### src/fx_pkg.sv
package fx_pkg;

    // signed fixed point, 1 sign, 5 integer and 5 fraction bits
    localparam int FRAC_BITS = 5;
    localparam int INT_BITS  = 5;
    localparam int FX_W      = INT_BITS + FRAC_BITS + 1;

    typedef logic signed [FX_W-1:0] fx_t;

    localparam fx_t FX_ONE = fx_t'(1 <<< FRAC_BITS);
    localparam fx_t FX_MAX = {1'b0, {(FX_W-1){1'b1}}};
    localparam fx_t FX_MIN = {1'b1, {(FX_W-1){1'b0}}};

    // one extra bit catches the overflow
    function automatic fx_t fx_add(input fx_t a, input fx_t b);
        logic signed [FX_W:0] s;
        s = {a[FX_W-1], a} + {b[FX_W-1], b};
        if (s[FX_W] != s[FX_W-1]) begin
            return s[FX_W] ? FX_MIN : FX_MAX;
        end
        return s[FX_W-1:0];
    endfunction

    // full product, round half up on the bit below the lsb, then saturate
    function automatic fx_t fx_mul(input fx_t a, input fx_t b);
        logic signed [2*FX_W-1:0] prod;
        logic signed [2*FX_W-1:0] q;
        prod = a * b;
        q = (prod >>> FRAC_BITS) + $signed({1'b0, prod[FRAC_BITS-1]});
        if (q > FX_MAX) begin
            return FX_MAX;
        end
        if (q < FX_MIN) begin
            return FX_MIN;
        end
        return q[FX_W-1:0];
    endfunction

    // clamp(x/4 + 1/2, 0, 1)
    function automatic fx_t fx_sigmoid_hard(input fx_t x);
        fx_t t;
        t = (x >>> 2) + (FX_ONE >>> 1);
        if (t < fx_t'(0)) begin
            return '0;
        end
        if (t > FX_ONE) begin
            return FX_ONE;
        end
        return t;
    endfunction

    // clamp(x, -1, 1)
    function automatic fx_t fx_tanh_hard(input fx_t x);
        if (x > FX_ONE) begin
            return FX_ONE;
        end
        if (x < -FX_ONE) begin
            return -FX_ONE;
        end
        return x;
    endfunction

endpackage

### src/gru_pkg.sv
package gru_pkg;

    localparam int N_IN  = 5;
    localparam int N_HID = 4;

    // selects one hidden unit
    typedef logic [$clog2(N_HID)-1:0] unit_idx_t;

    typedef fx_pkg::fx_t [N_IN-1:0]  x_vec_t;
    typedef fx_pkg::fx_t [N_HID-1:0] h_vec_t;

    // one row per hidden unit
    typedef struct packed {
        x_vec_t [N_HID-1:0] w_ir;
        x_vec_t [N_HID-1:0] w_iz;
        x_vec_t [N_HID-1:0] w_in;
        h_vec_t [N_HID-1:0] w_hr;
        h_vec_t [N_HID-1:0] w_hz;
        h_vec_t [N_HID-1:0] w_hn;
        h_vec_t             b_ir;
        h_vec_t             b_iz;
        h_vec_t             b_in;
        h_vec_t             b_hr;
        h_vec_t             b_hz;
        h_vec_t             b_hn;
    } gru_weights_t;

    // pre-activation values of the selected unit
    typedef struct packed {
        fx_pkg::fx_t r_sum;
        fx_pkg::fx_t z_sum;
        fx_pkg::fx_t n_in_sum;
        fx_pkg::fx_t n_h_sum;
    } gate_sums_t;

    typedef enum logic [1:0] {
        IDLE,
        CALC,
        DONE
    } seq_state_t;

endpackage

### src/gru_unit_update.sv
`timescale 1ns/1ps

module gru_unit_update (
    input  gru_pkg::gate_sums_t sums,
    input  fx_pkg::fx_t         h_prev_u,
    output fx_pkg::fx_t         h_new
);

    fx_pkg::fx_t r;
    fx_pkg::fx_t z;
    fx_pkg::fx_t gated_h;
    fx_pkg::fx_t n_pre;
    fx_pkg::fx_t n;
    fx_pkg::fx_t one_minus_z;
    fx_pkg::fx_t cand_part;
    fx_pkg::fx_t keep_part;

    always_comb begin
        r = fx_pkg::fx_sigmoid_hard(sums.r_sum);
        z = fx_pkg::fx_sigmoid_hard(sums.z_sum);

        // reset gate scales only the recurrent candidate term
        gated_h = fx_pkg::fx_mul(r, sums.n_h_sum);
        n_pre   = fx_pkg::fx_add(sums.n_in_sum, gated_h);
        n       = fx_pkg::fx_tanh_hard(n_pre);

        // blend of candidate and previous state
        one_minus_z = fx_pkg::fx_add(fx_pkg::FX_ONE, -z);
        cand_part   = fx_pkg::fx_mul(one_minus_z, n);
        keep_part   = fx_pkg::fx_mul(z, h_prev_u);
    end

    assign h_new = fx_pkg::fx_add(cand_part, keep_part);

    // gate values must be usable as blend weights
    gate_range_chk : assert final (
        $isunknown(sums) ||
        (r >= fx_pkg::fx_t'(0) && r <= fx_pkg::FX_ONE &&
         z >= fx_pkg::fx_t'(0) && z <= fx_pkg::FX_ONE)
    ) else $error("gate out of range r=%h z=%h", r, z);

endmodule

### config.mk
export PLATFORM = sky130hd
export DESIGN_NAME = gru_unit_update
export DESIGN_NICKNAME = d
export VERILOG_FILES = /design/src/fx_pkg.sv /design/src/gru_pkg.sv /design/src/gru_unit_update.sv
export SDC_FILE = /design/constraint.sdc
export NUM_CORES = 1
export LEC_CHECK = 0
export ABC_AREA = 1
export BUFFER_PORTS_ARGS = -buffer_cell sky130_fd_sc_hd__clkbuf_2
export CORE_MARGIN = 5
export CORE_UTILIZATION = 45
export DETAILED_ROUTE_END_ITERATION = 7
export GPL_ROUTABILITY_DRIVEN = 0
export PLACE_DENSITY = 0.62
export RECOVER_POWER = 50
export SYNTH_ARGS = -nofsm -noshare
export SYNTH_HDL_FRONTEND = slang
export SYNTH_SLANG_ARGS = --single-unit
export TNS_END_PERCENT = 20
### constraint.sdc
create_clock -name vclk -period 35.3
set_input_delay 1.765 -clock vclk [all_inputs]
set_output_delay 1.765 -clock vclk [all_outputs]
set_load 0.02 [all_outputs]
* Word level (Yosys, flattened, before mapping)
Index checks and enable logic that the tools add are counted.
W data, S select, Z words.
** Word-level totals
- Register bits after elaboration :: 0
- Bits of input ports :: 55
- Output and inout bits :: 11
** Cells by class
- $add $sub $neg :: 9
- Multiply operators :: 3
- Order comparisons :: 12
- Eq/ne operators :: 3
- Mux-type cells :: 54
** Operators by type and width (number)
- $mux W11 :: 33
- $mul A11 B11 Y22 :: 3
- $add A17 B2 Y18 :: 3
- $gt A18 B11 Y1 const B :: 3
- $lt A18 B11 Y1 const B :: 3
- $add A11 B11 Y12 :: 2
- $mux W1 :: 21
- $add A9 B6 Y10 const B :: 2
- $gt A10 B7 Y1 const B :: 2
- $lt A10 B1 Y1 const B :: 2
- $add A7 B11 Y12 const A :: 1
- $gt A11 B7 Y1 const B :: 1
- $lt A11 B6 Y1 const B :: 1
- $neg A11 Y11 :: 1
- $ne A1 B1 Y1 :: 3

* Logic depth before layout (Yosys ltp)
- Word-level depth :: 33
- Mapped depth :: 110
- Depth with buffers taken out :: 108

* Worst setup path before layout
Ideal clock, no wire load.
- Kind :: input -> output
- Start :: input sums[39] in the netlist's numbering
- End :: output h_new[2]
- Arrival time :: 18.234 ns
- Setup slack :: 15.301 ns
- Stages on the path :: 94
- Buffers on the path :: 1
- Cell sequence :: ha_1 > xnor2_1 > nand2_1 > o22ai_1 > nand2_1 > o21ai_1 > a41oi_1 > nor2_1 > inv_1 > nor2_1 > inv_1 > nor2_1 > fa_1 > fa_1 > fa_1 > fa_1 > inv_1 > fa_1 > [... 58 more ...] > nand2_1 > inv_1 > nand3_1 > nand2_2 > nand2_1 > ha_1 > fa_1 > nand3_1 > nand2_1 > a21boi_0 > o21ai_0 > a21oi_1 > nor2_1 > nor2_1 > xor2_1 > or2_2 > nand2_1 > o21ai_0
** Between the ends
- Cells in the longest elaborated chain, start to end :: 33
** RTL lines
- start, declared :: RTL line gru_unit_update.sv:4 : input gru_pkg::gate_sums_t sums,
- $add A9 B6 Y10 * :: RTL line fx_pkg.sv:42 : t = (x >>> 2) + (FX_ONE >>> 1);
- $gt A10 B7 Y1 :: RTL line fx_pkg.sv:46 : if (t > FX_ONE) begin
- $mux W1 (2 in a row) :: RTL line fx_pkg.sv:46
- $mux W11 :: RTL line fx_pkg.sv:49 : return t;
- $mux W11 * :: RTL line fx_pkg.sv:46
- $mul A11 B11 Y22 * :: RTL line fx_pkg.sv:28 : prod = a * b;
- $add A17 B2 Y18 * :: RTL line fx_pkg.sv:29 : q = (prod >>> FRAC_BITS) + $signed({1'b0, prod[FRAC_BITS-1]});
- $lt A18 B11 Y1 :: RTL line fx_pkg.sv:33 : if (q < FX_MIN) begin
- [... 15 more ...]
- $lt A18 B11 Y1 :: RTL line fx_pkg.sv:33
- $mux W1 (2 in a row) :: RTL line fx_pkg.sv:33
- $mux W11 :: RTL line fx_pkg.sv:36 : return q[FX_W-1:0];
- $mux W11 * :: RTL line fx_pkg.sv:33
- $add A11 B11 Y12 * :: RTL line fx_pkg.sv:17 : s = {a[FX_W-1], a} + {b[FX_W-1], b};
- $mux W11 or $ne A1 B1 Y1 (tied branches) :: RTL line fx_pkg.sv:19, fx_pkg.sv:18
- $mux W11 or $mux W1 (tied branches) :: RTL line fx_pkg.sv:18 : if (s[FX_W] != s[FX_W-1]) begin
- $mux W11 * :: RTL line fx_pkg.sv:21 : return s[FX_W-1:0];
- end, declared :: RTL line gru_unit_update.sv:6 : output fx_pkg::fx_t h_new
Mark *: on every way between the ends. The rest lies on a longest branch, timed or not. The select of a mux whose other input is x is not followed.

* Final worst setup path
Ends and elaborated chain as after synthesis.

==> flow_results.xml <==
<?xml version="1.0" encoding="UTF-8"?>
<metrics>
  <group name="timing">
    <metric name="totalNegativeSetupSlack" unit="ps">0</metric>
    <metric name="clock.fmax" unit="MHz">43.5</metric>
    <metric name="slew-limit-headroom" unit="">0.310</metric>
    <metric name="slew_viol_final" unit="">0</metric>
    <metric name="timing_hold_violations_final" unit="">0</metric>
    <metric name="post_route_hold_slack" unit="ps">4920</metric>
    <metric name="finalWorstPathRequiredPeriod" unit="ps">22990</metric>
    <metric name="unrepaired_setup_endpoints_after_global_routing" unit="">no</metric>
    <metric name="worst-slew-pin-transition" unit="ps">1020</metric>
    <metric name="final.period_utilization" unit="">0.651</metric>
    <metric name="setup_violations" unit="">0</metric>
  </group>
  <group name="global_route">
    <metric name="antenna_found_initial" unit="">0</metric>
    <metric name="number_of_global_route_vias_before_repair" unit="">14400</metric>
    <metric name="globalRouteTotalUtil" unit="">0.191</metric>
    <metric name="global_route_wire_length_before_repair" unit="um">65200</metric>
    <metric name="grt_remaining_overflow" unit="">0</metric>
    <metric name="grt_max_degree" unit="">40</metric>
  </group>
  <group name="route">
    <metric name="drc" unit="">0</metric>
    <metric name="wl_per_cell" unit="um">12.4</metric>
    <metric name="met3WireLength" unit="um">1020</metric>
    <metric name="wl_met2" unit="um">17500</metric>
    <metric name="dr.max_layer_used" unit="">met4</metric>
    <metric name="wl_met1" unit="um">17500</metric>
    <metric name="detail-route-antenna-nets" unit="">0</metric>
    <metric name="detail_route.vias_per_cell" unit="">4.86</metric>
    <metric name="drt-initial-drc-count" unit="">644</metric>
    <metric name="vias" unit="">14300</metric>
    <metric name="drt_first_pass_iters" unit="">5</metric>
    <metric name="wirelength" unit="um">36300</metric>
  </group>
  <group name="logic_synthesis">
    <metric name="most_used_standard_cells_in_the_synthesized_netlist" unit="">566 x sky130_fd_sc_hd__inv_1, 565 x sky130_fd_sc_hd__nand2_1, 242 x sky130_fd_sc_hd__fa_1, 232 x sky130_fd_sc_hd__nor2_1, 224 x sky130_fd_sc_hd__ha_1</metric>
    <metric name="synth_largest_type_area_fraction" unit="">0.299</metric>
    <metric name="synthTopCellsByArea" unit="">sky130_fd_sc_hd__fa_1 30%, sky130_fd_sc_hd__ha_1 17%, sky130_fd_sc_hd__inv_1 13%</metric>
    <metric name="syn_area_per_cell" unit="um2">6.84</metric>
    <metric name="seq_area_frac_synth" unit="">0</metric>
    <metric name="synth.distinct_cells" unit="">50</metric>
    <metric name="synthesized_netlist_cell_count" unit="">2366</metric>
    <metric name="post_synth_instance_area" unit="mm2">0.0162</metric>
    <metric name="yosys.area.top_type" unit="">sky130_fd_sc_hd__fa_1</metric>
    <metric name="synthesis.yosys.warnings" unit="">0</metric>
    <metric name="synthMostInstantiatedCell" unit="">sky130_fd_sc_hd__inv_1</metric>
  </group>
  <group name="finish">
    <metric name="fin_util" unit="">0.484</metric>
    <metric name="n_fill_cell" unit="">3742</metric>
    <metric name="layout-area-overhead-vs-synth" unit="%">6.37</metric>
    <metric name="share_of_layout_cells_above_drive_strength_1" unit="">0.0820</metric>
    <metric name="ff_latch_area" unit="um2">0</metric>
    <metric name="num_antenna_cells" unit="">0</metric>
    <metric name="number_of_clock_tree_buffers_in_the_layout" unit="">0</metric>
    <metric name="nets" unit="">2998</metric>
    <metric name="final_area" unit="mm2">0.0172</metric>
    <metric name="nFlopsAndLatches" unit="">0</metric>
  </group>
  <group name="placement">
    <metric name="portBuffers" unit="">62</metric>
    <metric name="dp_hpwl" unit="um">32900</metric>
    <metric name="placedInstanceArea" unit="mm2">0.0172</metric>
  </group>
  <group name="worst_setup_path">
    <metric name="path_max_fanout" unit="">11</metric>
    <metric name="setup.worst_path.end" unit="">h_new[2]</metric>
    <metric name="cp-startpoint" unit="">sums[39]</metric>
    <metric name="worstSetupStartpointType" unit="">primary input</metric>
    <metric name="worst_ep_required_time" unit="ps">33530</metric>
    <metric name="crit_arrival" unit="ps">21220</metric>
    <metric name="critical_path.max_stage_delay" unit="ps">630</metric>
    <metric name="crit_top_cell" unit="">sky130_fd_sc_hd__nand2_1</metric>
    <metric name="critical_path.endpoint_type" unit="">primary output</metric>
    <metric name="worst-setup-path-type" unit="">in -&gt; out</metric>
    <metric name="master_of_the_slowest_instance_on_the_critical_path" unit="">sky130_fd_sc_hd__fa_1</metric>
  </group>
  <group name="floorplanning">
    <metric name="floorplan.die.height" unit="um">200</metric>
    <metric name="pin_count" unit="">66</metric>
    <metric name="initial_core_util" unit="">0.455</metric>
    <metric name="fp.dieW" unit="um">200</metric>
    <metric name="die_area" unit="mm2">0.0399</metric>
    <metric name="core_area" unit="mm2">0.0356</metric>
    <metric name="num_rows" unit="">69</metric>
  </group>
  <group name="run_status">
    <metric name="run_status" unit="">complete, no violations</metric>
  </group>
  <group name="clocking">
    <metric name="post_cts_hold_buffer_count" unit="">0</metric>
    <metric name="postCtsSetupBuffers" unit="">0</metric>
    <metric name="gates_resized_cts_repair" unit="">0</metric>
  </group>
  <group name="run">
    <metric name="max_cap_violations" unit="">0</metric>
  </group>
  <group name="hold_path">
    <metric name="hold_path.class" unit="">in -&gt; out</metric>
  </group>
</metrics>
placed cells by master (no fill, tap or decap), types with 43 or more instances in the layout:
cell                         n
sky130_fd_sc_hd__a21oi_1    66
sky130_fd_sc_hd__nand3_1   123
sky130_fd_sc_hd__clkbuf_2   62
sky130_fd_sc_hd__conb_1     60
sky130_fd_sc_hd__fa_1      242
sky130_fd_sc_hd__inv_1     566
sky130_fd_sc_hd__nand2_1   568
sky130_fd_sc_hd__nand4_1    43
sky130_fd_sc_hd__nor2_1    232
sky130_fd_sc_hd__ha_1      224
worst max-delay path, delay by kind of cell:
kind	cells	cell delay [ps]
adders and majority gates	19	8250
and+or+nand+nor	50	7100
AOI/OAI and AO/OA	12	2200
buffers and inverters	15	1380
xor gates and xnor gates	3	520
worst min path at each step:
stage	start	end	slack, ps	cells after the start
floorplan	h_prev_u[2]	h_new[0]	4490	11
global placement	h_prev_u[2]	h_new[0]	4950	13
detailed placement	h_prev_u[2]	h_new[0]	4940	13
CTS	h_prev_u[2]	h_new[0]	4950	13
global route	h_prev_u[2]	h_new[0]	5080	13
finish	h_prev_u[2]	h_new[0]	4920	13
stage by stage:
stage,instances,setup slack (ps)
finish,2936,12310
global route,2936,10170
CTS,2936,12710
detailed placement,2936,12770
global placement,2936,13010
floorplan,2424,15300
area by class of cell:
class / instances / area [um2] / share of cell area
inverters: 591 / 2220 / 0.129
well taps: 461 / 577 / 0.0335
multi-input cells: 1821 / 14100 / 0.819
repair buffers: 63 / 318 / 0.0185
logic make-up after synthesis:
group	share of synthesized area
AO/OA/AOI/OAI	0.0459
XOR/XNOR	0.0349
adder cells (fa/ha/maj)	0.473
buffers and inverters	0.142
other	0.000464
AND/OR/NAND/NOR	0.305
metal layers:
metal  GRT usage  vias up
li1            -     7326
met2       0.345      243
met1       0.268     6663
met4      0.0108        0
met5           0        -
met3     0.00556       25
Power is left out: the tool's default activity adds up to more than one toggle a clock period on the data nets, which glitch-free logic cannot reach.
