[src/fx_pkg.sv]
package fx_pkg;

    // signed fixed point, 1 sign, 5 integer and 5 fraction bits
    localparam int FRAC_BITS = 5;
    localparam int INT_BITS  = 5;
    localparam int FX_W      = INT_BITS + FRAC_BITS + 1;

    typedef logic signed [FX_W-1:0] fx_t;

    localparam fx_t FX_ONE = fx_t'(1 <<< FRAC_BITS);
    localparam fx_t FX_MAX = {1'b0, {(FX_W-1){1'b1}}};
    localparam fx_t FX_MIN = {1'b1, {(FX_W-1){1'b0}}};

    // one extra bit catches the overflow
    function automatic fx_t fx_add(input fx_t a, input fx_t b);
        logic signed [FX_W:0] s;
        s = {a[FX_W-1], a} + {b[FX_W-1], b};
        if (s[FX_W] != s[FX_W-1]) begin
            return s[FX_W] ? FX_MIN : FX_MAX;
        end
        return s[FX_W-1:0];
    endfunction

    // full product, round half up on the bit below the lsb, then saturate
    function automatic fx_t fx_mul(input fx_t a, input fx_t b);
        logic signed [2*FX_W-1:0] prod;
        logic signed [2*FX_W-1:0] q;
        prod = a * b;
        q = (prod >>> FRAC_BITS) + $signed({1'b0, prod[FRAC_BITS-1]});
        if (q > FX_MAX) begin
            return FX_MAX;
        end
        if (q < FX_MIN) begin
            return FX_MIN;
        end
        return q[FX_W-1:0];
    endfunction

    // clamp(x/4 + 1/2, 0, 1)
    function automatic fx_t fx_sigmoid_hard(input fx_t x);
        fx_t t;
        t = (x >>> 2) + (FX_ONE >>> 1);
        if (t < fx_t'(0)) begin
            return '0;
        end
        if (t > FX_ONE) begin
            return FX_ONE;
        end
        return t;
    endfunction

    // clamp(x, -1, 1)
    function automatic fx_t fx_tanh_hard(input fx_t x);
        if (x > FX_ONE) begin
            return FX_ONE;
        end
        if (x < -FX_ONE) begin
            return -FX_ONE;
        end
        return x;
    endfunction

endpackage

[src/gru_pkg.sv]
package gru_pkg;

    localparam int N_IN  = 5;
    localparam int N_HID = 4;

    // selects one hidden unit
    typedef logic [$clog2(N_HID)-1:0] unit_idx_t;

    typedef fx_pkg::fx_t [N_IN-1:0]  x_vec_t;
    typedef fx_pkg::fx_t [N_HID-1:0] h_vec_t;

    // one row per hidden unit
    typedef struct packed {
        x_vec_t [N_HID-1:0] w_ir;
        x_vec_t [N_HID-1:0] w_iz;
        x_vec_t [N_HID-1:0] w_in;
        h_vec_t [N_HID-1:0] w_hr;
        h_vec_t [N_HID-1:0] w_hz;
        h_vec_t [N_HID-1:0] w_hn;
        h_vec_t             b_ir;
        h_vec_t             b_iz;
        h_vec_t             b_in;
        h_vec_t             b_hr;
        h_vec_t             b_hz;
        h_vec_t             b_hn;
    } gru_weights_t;

    // pre-activation values of the selected unit
    typedef struct packed {
        fx_pkg::fx_t r_sum;
        fx_pkg::fx_t z_sum;
        fx_pkg::fx_t n_in_sum;
        fx_pkg::fx_t n_h_sum;
    } gate_sums_t;

    typedef enum logic [1:0] {
        IDLE,
        CALC,
        DONE
    } seq_state_t;

endpackage

[src/gru_sequencer.sv]
`timescale 1ns/1ps

module gru_sequencer (
    input  logic               clk,
    input  logic               reset,
    input  logic               req,
    output logic               ack,
    input  fx_pkg::fx_t        h_new,
    output gru_pkg::unit_idx_t unit,
    output gru_pkg::h_vec_t    y
);

    localparam gru_pkg::unit_idx_t LAST_UNIT = gru_pkg::unit_idx_t'(gru_pkg::N_HID - 1);

    gru_pkg::seq_state_t state;

    // four-phase handshake around one sweep over the hidden units
    always_ff @(posedge clk or posedge reset) begin
        if (reset) begin
            state <= gru_pkg::IDLE;
            unit  <= '0;
            ack   <= 1'b0;
        end else begin
            case (state)
                gru_pkg::IDLE: begin
                    unit <= '0;
                    if (req) begin
                        state <= gru_pkg::CALC;
                    end
                end
                gru_pkg::CALC: begin
                    // wraps back to 0 after the last unit
                    unit <= unit + 1'b1;
                    if (unit == LAST_UNIT) begin
                        state <= gru_pkg::DONE;
                        ack   <= 1'b1;
                    end
                end
                gru_pkg::DONE: begin
                    // hold until the host drops req
                    if (!req) begin
                        state <= gru_pkg::IDLE;
                        ack   <= 1'b0;
                    end
                end
                default: begin
                    state <= gru_pkg::IDLE;
                    unit  <= '0;
                    ack   <= 1'b0;
                end
            endcase
        end
    end

    // one unit result per CALC cycle
    always_ff @(posedge clk or posedge reset) begin
        if (reset) begin
            y <= '0;
        end else if (state == gru_pkg::CALC) begin
            y[unit] <= h_new;
        end
    end

    ack_only_in_done : assert property (
        @(posedge clk) disable iff (reset)
        (state == gru_pkg::IDLE || state == gru_pkg::CALC) |-> !ack
    ) else $error("ack high outside DONE");

    calc_starts_at_unit0 : assert property (
        @(posedge clk) disable iff (reset)
        $rose(state == gru_pkg::CALC) |-> (unit == '0)
    ) else $error("CALC entered with unit %0d", unit);

endmodule

[config.mk]
export PLATFORM = sky130hd
export DESIGN_NAME = gru_sequencer
export DESIGN_NICKNAME = d
export VERILOG_FILES = /design/src/fx_pkg.sv /design/src/gru_pkg.sv /design/src/gru_sequencer.sv
export SDC_FILE = /design/constraint.sdc
export NUM_CORES = 1
export LEC_CHECK = 0
export BUFFER_PORTS_ARGS = -buffer_cell sky130_fd_sc_hd__buf_4
export CORE_MARGIN = 8
export CORE_UTILIZATION = 40
export CTS_BUF_LIST = sky130_fd_sc_hd__clkbuf_8
export CTS_CLUSTER_SIZE = 14
export DETAILED_ROUTE_END_ITERATION = 8
export GPL_ROUTABILITY_DRIVEN = 0
export GPL_TIMING_DRIVEN = 0
export PLACE_DENSITY_LB_ADDON = 0.15
export SLEW_MARGIN = 20
export SYNTH_ARGS = -nofsm -noshare
export SYNTH_HDL_FRONTEND = slang
export SYNTH_SLANG_ARGS = --single-unit
[constraint.sdc]
create_clock -name clk -period 2.6 [get_ports clk]
set_clock_uncertainty 0.1 [all_clocks]
set_input_delay 0.39 -clock clk [delete_from_list [all_inputs] [get_ports clk]]
set_output_delay 0.39 -clock clk [all_outputs]
set_load 0.03 [all_outputs]
After elaboration in Yosys (flattened, before gate mapping)
Cells that the tools add are included.

operators by class
  $lt $le $gt $ge = 2
  bitwise operators = 1
  add/sub/neg operators = 1
  equal/unequal tests = 6
  reductions and logical operators = 4
  muxes and demuxes = 11

operator list
  cell                   number
  $bwmux W44             1
  $demux W11 S2          1
  $mux W11               1
  $mux W2                3
  $ne A2 B2 Y1 const B   3
  $pmux W2 S3            1
  $reduce_and A3 Y1      2
  $eq A2 B2 Y1 const B   2
  $pmux W2 S2            1
  $lt A2 B3 Y1 const B   1
  $pmux W1 S3            1
  $add A2 B1 Y2 const B  1
  $eq A2 B1 Y1 const B   1
  $ge A2 B1 Y1 const B   1
  $logic_not A2 Y1       1
  $mux W1                2
  $logic_and A1 B1 Y1    1
  $not A1 Y1             1

storage, ports and cells
  bits of input ports = 14
  flip-flop bits (word level) = 49

Longest topological paths before layout
Gate-level depths: netlist of run 1.

  word-level depth = 5
  gate-level depth with buffers = 5

Least setup slack after synthesis of run 1
OpenSTA, ideal clock, no wires.

  path kind = reg-to-reg
  from = reg unit[0]
  to = reg y[0] (netlist name)
  required time = 2.375 ns
  slack = 0.933 ns
  clock period less this slack = 1.667 ns
  stages on the path, launching flop included = 6
  arrival time = 1.442 ns
  path through = dfrtp_1 > inv_1 > ha_1 > nand3b_4 > buf_6 > mux2_4

on the way
  cells in the longest elaborated chain, start to end = 5
  elaborated cells on any way between the ends = 6
  those cells by class = 2 x order compare; 3 x mux; 1 x reduce/logical

RTL lines
  element                                                             line                 source
  start: declaration                                                  gru_sequencer.sv:9   output gru_pkg::unit_idx_t unit,
  start signal: assignment                                            gru_sequencer.sv:33  unit <= unit + 1'b1;
  $lt A2 B3 Y1 (implied by the code) or $ge A2 B1 Y1 (tied branches)  gru_sequencer.sv:60  y[unit] <= h_new;
  $logic_and A1 B1 Y1 (implied by the code)                           gru_sequencer.sv:60
  $mux W11 (implied by the code)                                      gru_sequencer.sv:60
  $demux W11 S2 *                                                     gru_sequencer.sv:60
  $bwmux W44 *                                                        gru_sequencer.sv:60
  end signal: indexed assignment                                      gru_sequencer.sv:60
  end: declaration                                                    gru_sequencer.sv:10  output gru_pkg::h_vec_t y

Mark *: on every way between the ends. The rest lies on a longest branch, timed or not.
A chain may end at the register's enable or synchronous reset.

Final worst setup path of run 1
  from = reg unit[0]
  to = reg y[4] (netlist name)

The elaborated chain is that of the path after synthesis.

==> flow_summary.ini, run 1 <==
[logic_synthesis]
synth_seq_cells = 49
avgSynthCellArea_um2 = 17.0
synth_nets = 142
synth.distinct_cells = 15
synth_area_um2 = 2110
syn_inst = 124
synth_warnings = 0
seq_area_frac_synth_pct = 58.1

[sta]
setup_viol = 0
worstMarginPinSlew_ns = 0.366
period_share_pct = 61.7
drv_slew = 0
relSlewSlack_pct = 75.6
holdWs_ns = 0.243
rsz0062_at_grt = no
max_freq_ghz = 0.623
hold_violations = 0
fin_crit_ns = 1.60
tns_ns = 0

[min_path]
worstHoldStart = h_new[5]
holdCritPathClass = in -> reg
holdPathEnd = y[27]
whs_path_depth = 2

[global_route]
grt_pass1_vias = 1396
grt_pass1_wl_mm = 7.69
grt_max_degree = 35
antenna_found_initial = 0
grt-ovfl-total = 0
grt_use_total_pct = 13.1

[power]
p_int_mw = 2.67
pwr-share-comb_pct = 56.3
sw_frac_of_total_pct = 40.7
seq_power_share_pct = 31.3
power_switching_mw = 1.83
clockPowerShare_pct = 12.4
leakagePower_nw = 1.44
finalPower_mw = 4.50
ir_drop_mv = 0.599
p_per_area_nw_per_um2 = 1610

[final_layout]
drive_above_1_share_pct = 63.9
antennaDiodeCount = 0
fin_nets = 211
final_util_pct = 54.8
syn_to_final_growth_pct = 32.6

[clock_network]
h-tree-depth = 2
post_cts_buffers = 0
cts.sinks = 49
ctsResizeCount = 0
cts_tree = yes
cts.clk_slew.worst_paths_ns = 0.09
cts_root_buf = clkbuf_8
cts_made_buffers = 5
clockBufferDepth = 2
insertion_delay_ns = 0.29

[worst_setup_path]
critical_path.reg2reg.endpoint = y[4]
setup.worst_path.start = unit[0]
ff2ff_setup_slack_ns = 1.0
crit_chain = inv_1, ha_1, nand3b_4, buf_6, mux2_4
worstPathArrival_ns = 1.68
crit_path_end_kind = flip-flop
r2r_start = unit[0]
required_ns = 2.68
crit_family = flip-flops
critPathMaxStageDelay_ns = 0.45
worstSetupPathType = reg -> reg
crit_buf_inv = 2
rr_worst_depth = 5
cp_max_fo = 10
slowest_stage = dfrtp_1
start_kind = flip-flop

[drt]
drcViolationCount = 0
final_antenna_net_count = 0
first_pass_iters = 4
drt-total-wl_mm = 4.67
vias = 1233
wl_per_cell_um = 17.7
drtIter0Drc = 26
vias_per_cell = 4.67

[floorplan]
ios = 61
fp.dieArea_um2 = 7860
start_util_pct = 41.4
core_area_um2 = 5110
die_h_um = 88.7
rows = 26
die_w_um = 88.7

[outcome]
outcome = completed

[placed_design]
detailed_place_hpwl_mm = 3.50
io_buffers = 60

[job]
drv_cap = 0
[cells in the final DEF, fill, tap and decap left out]
cell | netlist | routed
nand3b_1 | 1 | 1
mux2_2 | 14 | 14
inv_2 | 0 | 1
or2b_1 | 1 | 1
buf_6 | 5 | 5
o21ai_0 | 2 | 2
ha_1 | 4 | 4
nand3b_4 | 4 | 4
a21oi_1 | 2 | 2
dlygate4sd3_1 | 0 | 1
clkbuf_8 | 0 | 6
bufinv_16 | 0 | 1
nand2b_1 | 2 | 2
o22ai_1 | 2 | 2
mux2_4 | 30 | 30
dfrtp_1 | 49 | 49
buf_12 | 0 | 1
inv_1 | 5 | 4
nand2_1 | 2 | 2
clkinvlp_4 | 0 | 1
buf_2 | 1 | 1
buf_4 | 0 | 60
[stage by stage]
step	worst slack, ns	std cells	area (um^2)
floorplan	0.933	124	2110
global placement	0.429	254	2650
detailed placement	1.00	255	2670
CTS	0.981	264	2800
global route	0.930	264	2800
finish	0.996	264	2800
[power by group through the flow]
| stage | Clock [mW] | Sequential, mW | Combinational [mW] |
|---|---|---|---|
| final | 0.557 | 1.41 | 2.53 |
| after global placement | 0 | 1.40 | 2.53 |
| after global routing | 0.611 | 1.46 | 2.68 |
| after detailed placement | 0 | 1.42 | 2.57 |
| after CTS | 0.581 | 1.41 | 2.58 |
| after floorplan | 0 | 2.12 | 0.995 |
[flip-flops by register name, indices dropped and copies added, names as in the netlist]
register,cells
ack,1
state,2
unit,2
y,44
[worst reg2reg max path, delay by kind of cell (launching register included)]
kind	cells	cell delay [ns]
AND/OR/NAND/NOR	1	0.09
adder cells (fa/ha/maj)	1	0.23
multiplexers	1	0.32
buffers and inverters	2	0.29
flip-flops	1	0.45
[timing repair]
item                                   in CTS  in global routing
hold buffers                                1                  0
setup endpoints to repair                   0                  0
endpoints found under the hold margin      15                  0
[routing by layer]
metal / track usage, % / share of wire (%) / vias up
met2: 22.3 / 53 / 33
met1: 15.1 / 39 / 630
met4: 4.15 / 1.1 / 0
met3: 4.36 / 6.8 / 5
li1: - / - / 565
met5: 0 / 0 / -
[how the worst max path moves through the flow]
stage / slack [ns] / depth (start not counted) / end
finish: 1.0 / 5 / y[4]
global route: 0.93 / 5 / y[4]
CTS: 0.98 / 5 / y[4]
detailed placement: 1.00 / 5 / y[1]
global placement: 0.43 / 2 / y[40]
floorplan: 0.93 / 5 / y[0]
[kinds of logic (layout without fill, tap and decap cells)]
logic type	count (synthesis)	after routing	share of synthesized area, %
muxes	44	44	28.8
buffers and inverters	11	81	3.79
adders and majority gates	4	4	2.37
and+or+nand+nor	10	10	5.45
DFF	49	49	58.1
AOI/OAI and AO/OA	6	6	1.54
[synth_stat cells, drive strengths merged]
cell | number | share of area, %
o22ai | 2 | 0.59
mux2 | 44 | 29
buf | 6 | 2.9
or2b | 1 | 0.36
nand2 | 2 | 0.36
ha | 4 | 2.4
a21oi | 2 | 0.47
inv | 5 | 0.89
dfrtp | 49 | 58
o21ai | 2 | 0.47
nand3b | 5 | 4.1
nand2b | 2 | 0.59
[final cells by class]
| cell class | count | area, um^2 |
|---|---|---|
| Timing Repair Buffer | 62 | 480 |
| Clock buffer | 6 | 82.6 |
| Inverter | 5 | 18.8 |
| Tap cell | 70 | 87.6 |
| Buffer | 6 | 61.3 |
| Multi-Input combinational cell | 64 | 806 |
| Sequential cell | 49 | 1230 |
| Clock inverter | 2 | 37.5 |
| Fill cell | 434 | 2310 |
No activity file was read; power rests on OpenSTA's default activity.
==> inputs of run 2 (changes only) <==
==> constraint.sdc (replaced) <==
create_clock -name clk -period 1.5 [get_ports clk]
set_clock_uncertainty 0.1 [all_clocks]
set_input_delay 0.225 -clock clk [delete_from_list [all_inputs] [get_ports clk]]
set_output_delay 0.225 -clock clk [all_outputs]
set_load 0.03 [all_outputs]
==> flow_summary.ini, run 2 (synthesis results as in run 1) <==
[sta]
max_freq_ghz = 0.679
fin_crit_ns = 1.47
hold_violations = 0
holdWs_ns = 0.0828
relSlewSlack_pct = 77.1
worstMarginPinSlew_ns = 0.343
drv_slew = 0
setup_viol = 0
tns_ns = 0
period_share_pct = 98.1
layout_setup_ws_ns = 0.0278
rsz0062_at_grt = yes

[outcome]
outcome = completed

[floorplan]
die_h_um = 88.7
core_area_um2 = 5110
start_util_pct = 41.4
ios = 61
die_w_um = 88.7
rows = 26
fp.dieArea_um2 = 7860

[worst_setup_path]
worstSetupPathType = reg -> reg
endpoint = y[2]
setup.worst_path.start = unit[1]
critPathMaxStageDelay_ns = 0.45
critical_path.reg2reg.endpoint = y[2]
crit_chain = inv_2, ha_2, nand3b_4, buf_12, mux2_4
rr_worst_depth = 5
crit_path_end_kind = flip-flop
start_kind = flip-flop
worstPathArrival_ns = 1.55
cp_max_fo = 10
required_ns = 1.58
r2r_start = unit[1]
slowest_stage = dfrtp_2
ff2ff_setup_slack_ns = 0.03

[job]
drv_cap = 0

[power]
p_per_area_nw_per_um2 = 2720
seq_power_share_pct = 31.7
pwr-share-comb_pct = 59.0
sw_frac_of_total_pct = 41.2
p_int_mw = 4.50
power_switching_mw = 3.15
leakagePower_nw = 1.43
ir_drop_mv = 1.24
clockPowerShare_pct = 9.3

[final_layout]
fin_nets = 212
drive_above_1_share_pct = 67.9
antennaDiodeCount = 0
largest_reg_flops = 44
design_area_um2 = 2810
regMostFlops = y
mostFrequentLayoutCells = 61 x buf_4, 47 x dfrtp_1, 30 x mux2_4
largest_registers = y: 44 flops, state: 2 flops, unit: 2 flops
syn_to_final_growth_pct = 33.2
final_common_cell = buf_4

[clock_network]
cts.clk_slew.worst_paths_ns = 0.09
h-tree-depth = 2
cts_tree = yes
cts.sinks = 49
insertion_delay_ns = 0.29
clockBufferDepth = 2
cts_made_buffers = 5
cts_root_buf = clkbuf_8

[drt]
first_pass_iters = 4
drt-total-wl_mm = 4.54
drtIter0Drc = 36
vias = 1234
drcViolationCount = 0
wl_per_cell_um = 17.3
vias_per_cell = 4.69
final_antenna_net_count = 0

[placed_design]
detailed_place_hpwl_mm = 3.30
io_buffers = 60
pre_cts_ws_ns = -0.0140
place_area_um2 = 2670

[min_path]
holdCritPathClass = in -> reg

[global_route]
grt_use_total_pct = 12.1
antenna_found_initial = 0
grt_max_degree = 50
grt_pass1_wl_mm = 7.18
grt_pass1_vias = 1368
grt-ovfl-total = 0
run 2: cell types whose count changed in the layout (fill, tap and decap cells not counted), moves of 4 or more:
| cell | previous run | this run |
|---|---|---|
| buf_6 | 5 | 1 |
| ha_1 | 4 | 0 |
| ha_2 | 0 | 4 |
| buf_12 | 1 | 5 |
run 2: worst min-delay path by stage:
stage,start,to,cells past startpoint
floorplan,reset,ack,1
global placement,h_new[2],y[13],2
detailed placement,h_new[2],y[13],2
CTS,h_new[3],y[3],2
global route,h_new[3],y[25],2
finish,h_new[3],y[3],2
run 2: per-stage QoR:
stage,instances,total power [mW],utilization [%]
after floorplan,124,5.43,-
after global placement,254,6.83,52.3
after detailed placement,254,6.94,52.3
after CTS,261,7.70,54.0
after global routing,263,8.07,55.1
final,263,7.65,55.1
run 2: routing by layer:
metal  part of all wire [%]  vias up  wire length, um  GRT usage [%]
met1                     42      621             1900           14.6
met2                     49       38             2220           19.2
met5                      0        -                0              0
li1                       -      567                -              -
met3                    7.8        8              355           3.90
met4                    1.5        0               67           5.07
run 2: layout make-up:
cell class	count	area [um^2]
Clock inverter	1	5.00
Fill cell	420	2290
Inverter	5	22.5
Multi-Input combinational cell	64	816
Sequential cell	49	1230
Tap cell	70	87.6
Clock buffer	5	68.8
Timing Repair Buffer	63	488
Buffer	6	96.3
run 2: critical path, delay by kind of cell (launching register included):
kind | cells | cell delay [ns]
adder cells (fa/ha/maj) | 1 | 0.19
buffers and inverters | 2 | 0.23
flip-flops | 1 | 0.45
multiplexers | 1 | 0.29
AND/OR/NAND/NOR | 1 | 0.10
run 2: power groups by stage:
stage                     clock network (mW)  registers [mW]  logic (mW)
after CTS                              0.734            2.43        4.53
after global placement                     0            2.42        4.42
after floorplan                            0            3.68        1.76
final                                  0.711            2.42        4.52
after detailed placement                   0            2.46        4.48
after global routing                   0.789            2.52        4.76
run 2: what timing repair did:
action	4_1_cts	5_1_grt
hold endpoints to repair	0	14
setup buffers	1	0
endpoints found under the setup margin	19	38
hold buffers	0	1
resized for setup	2	5
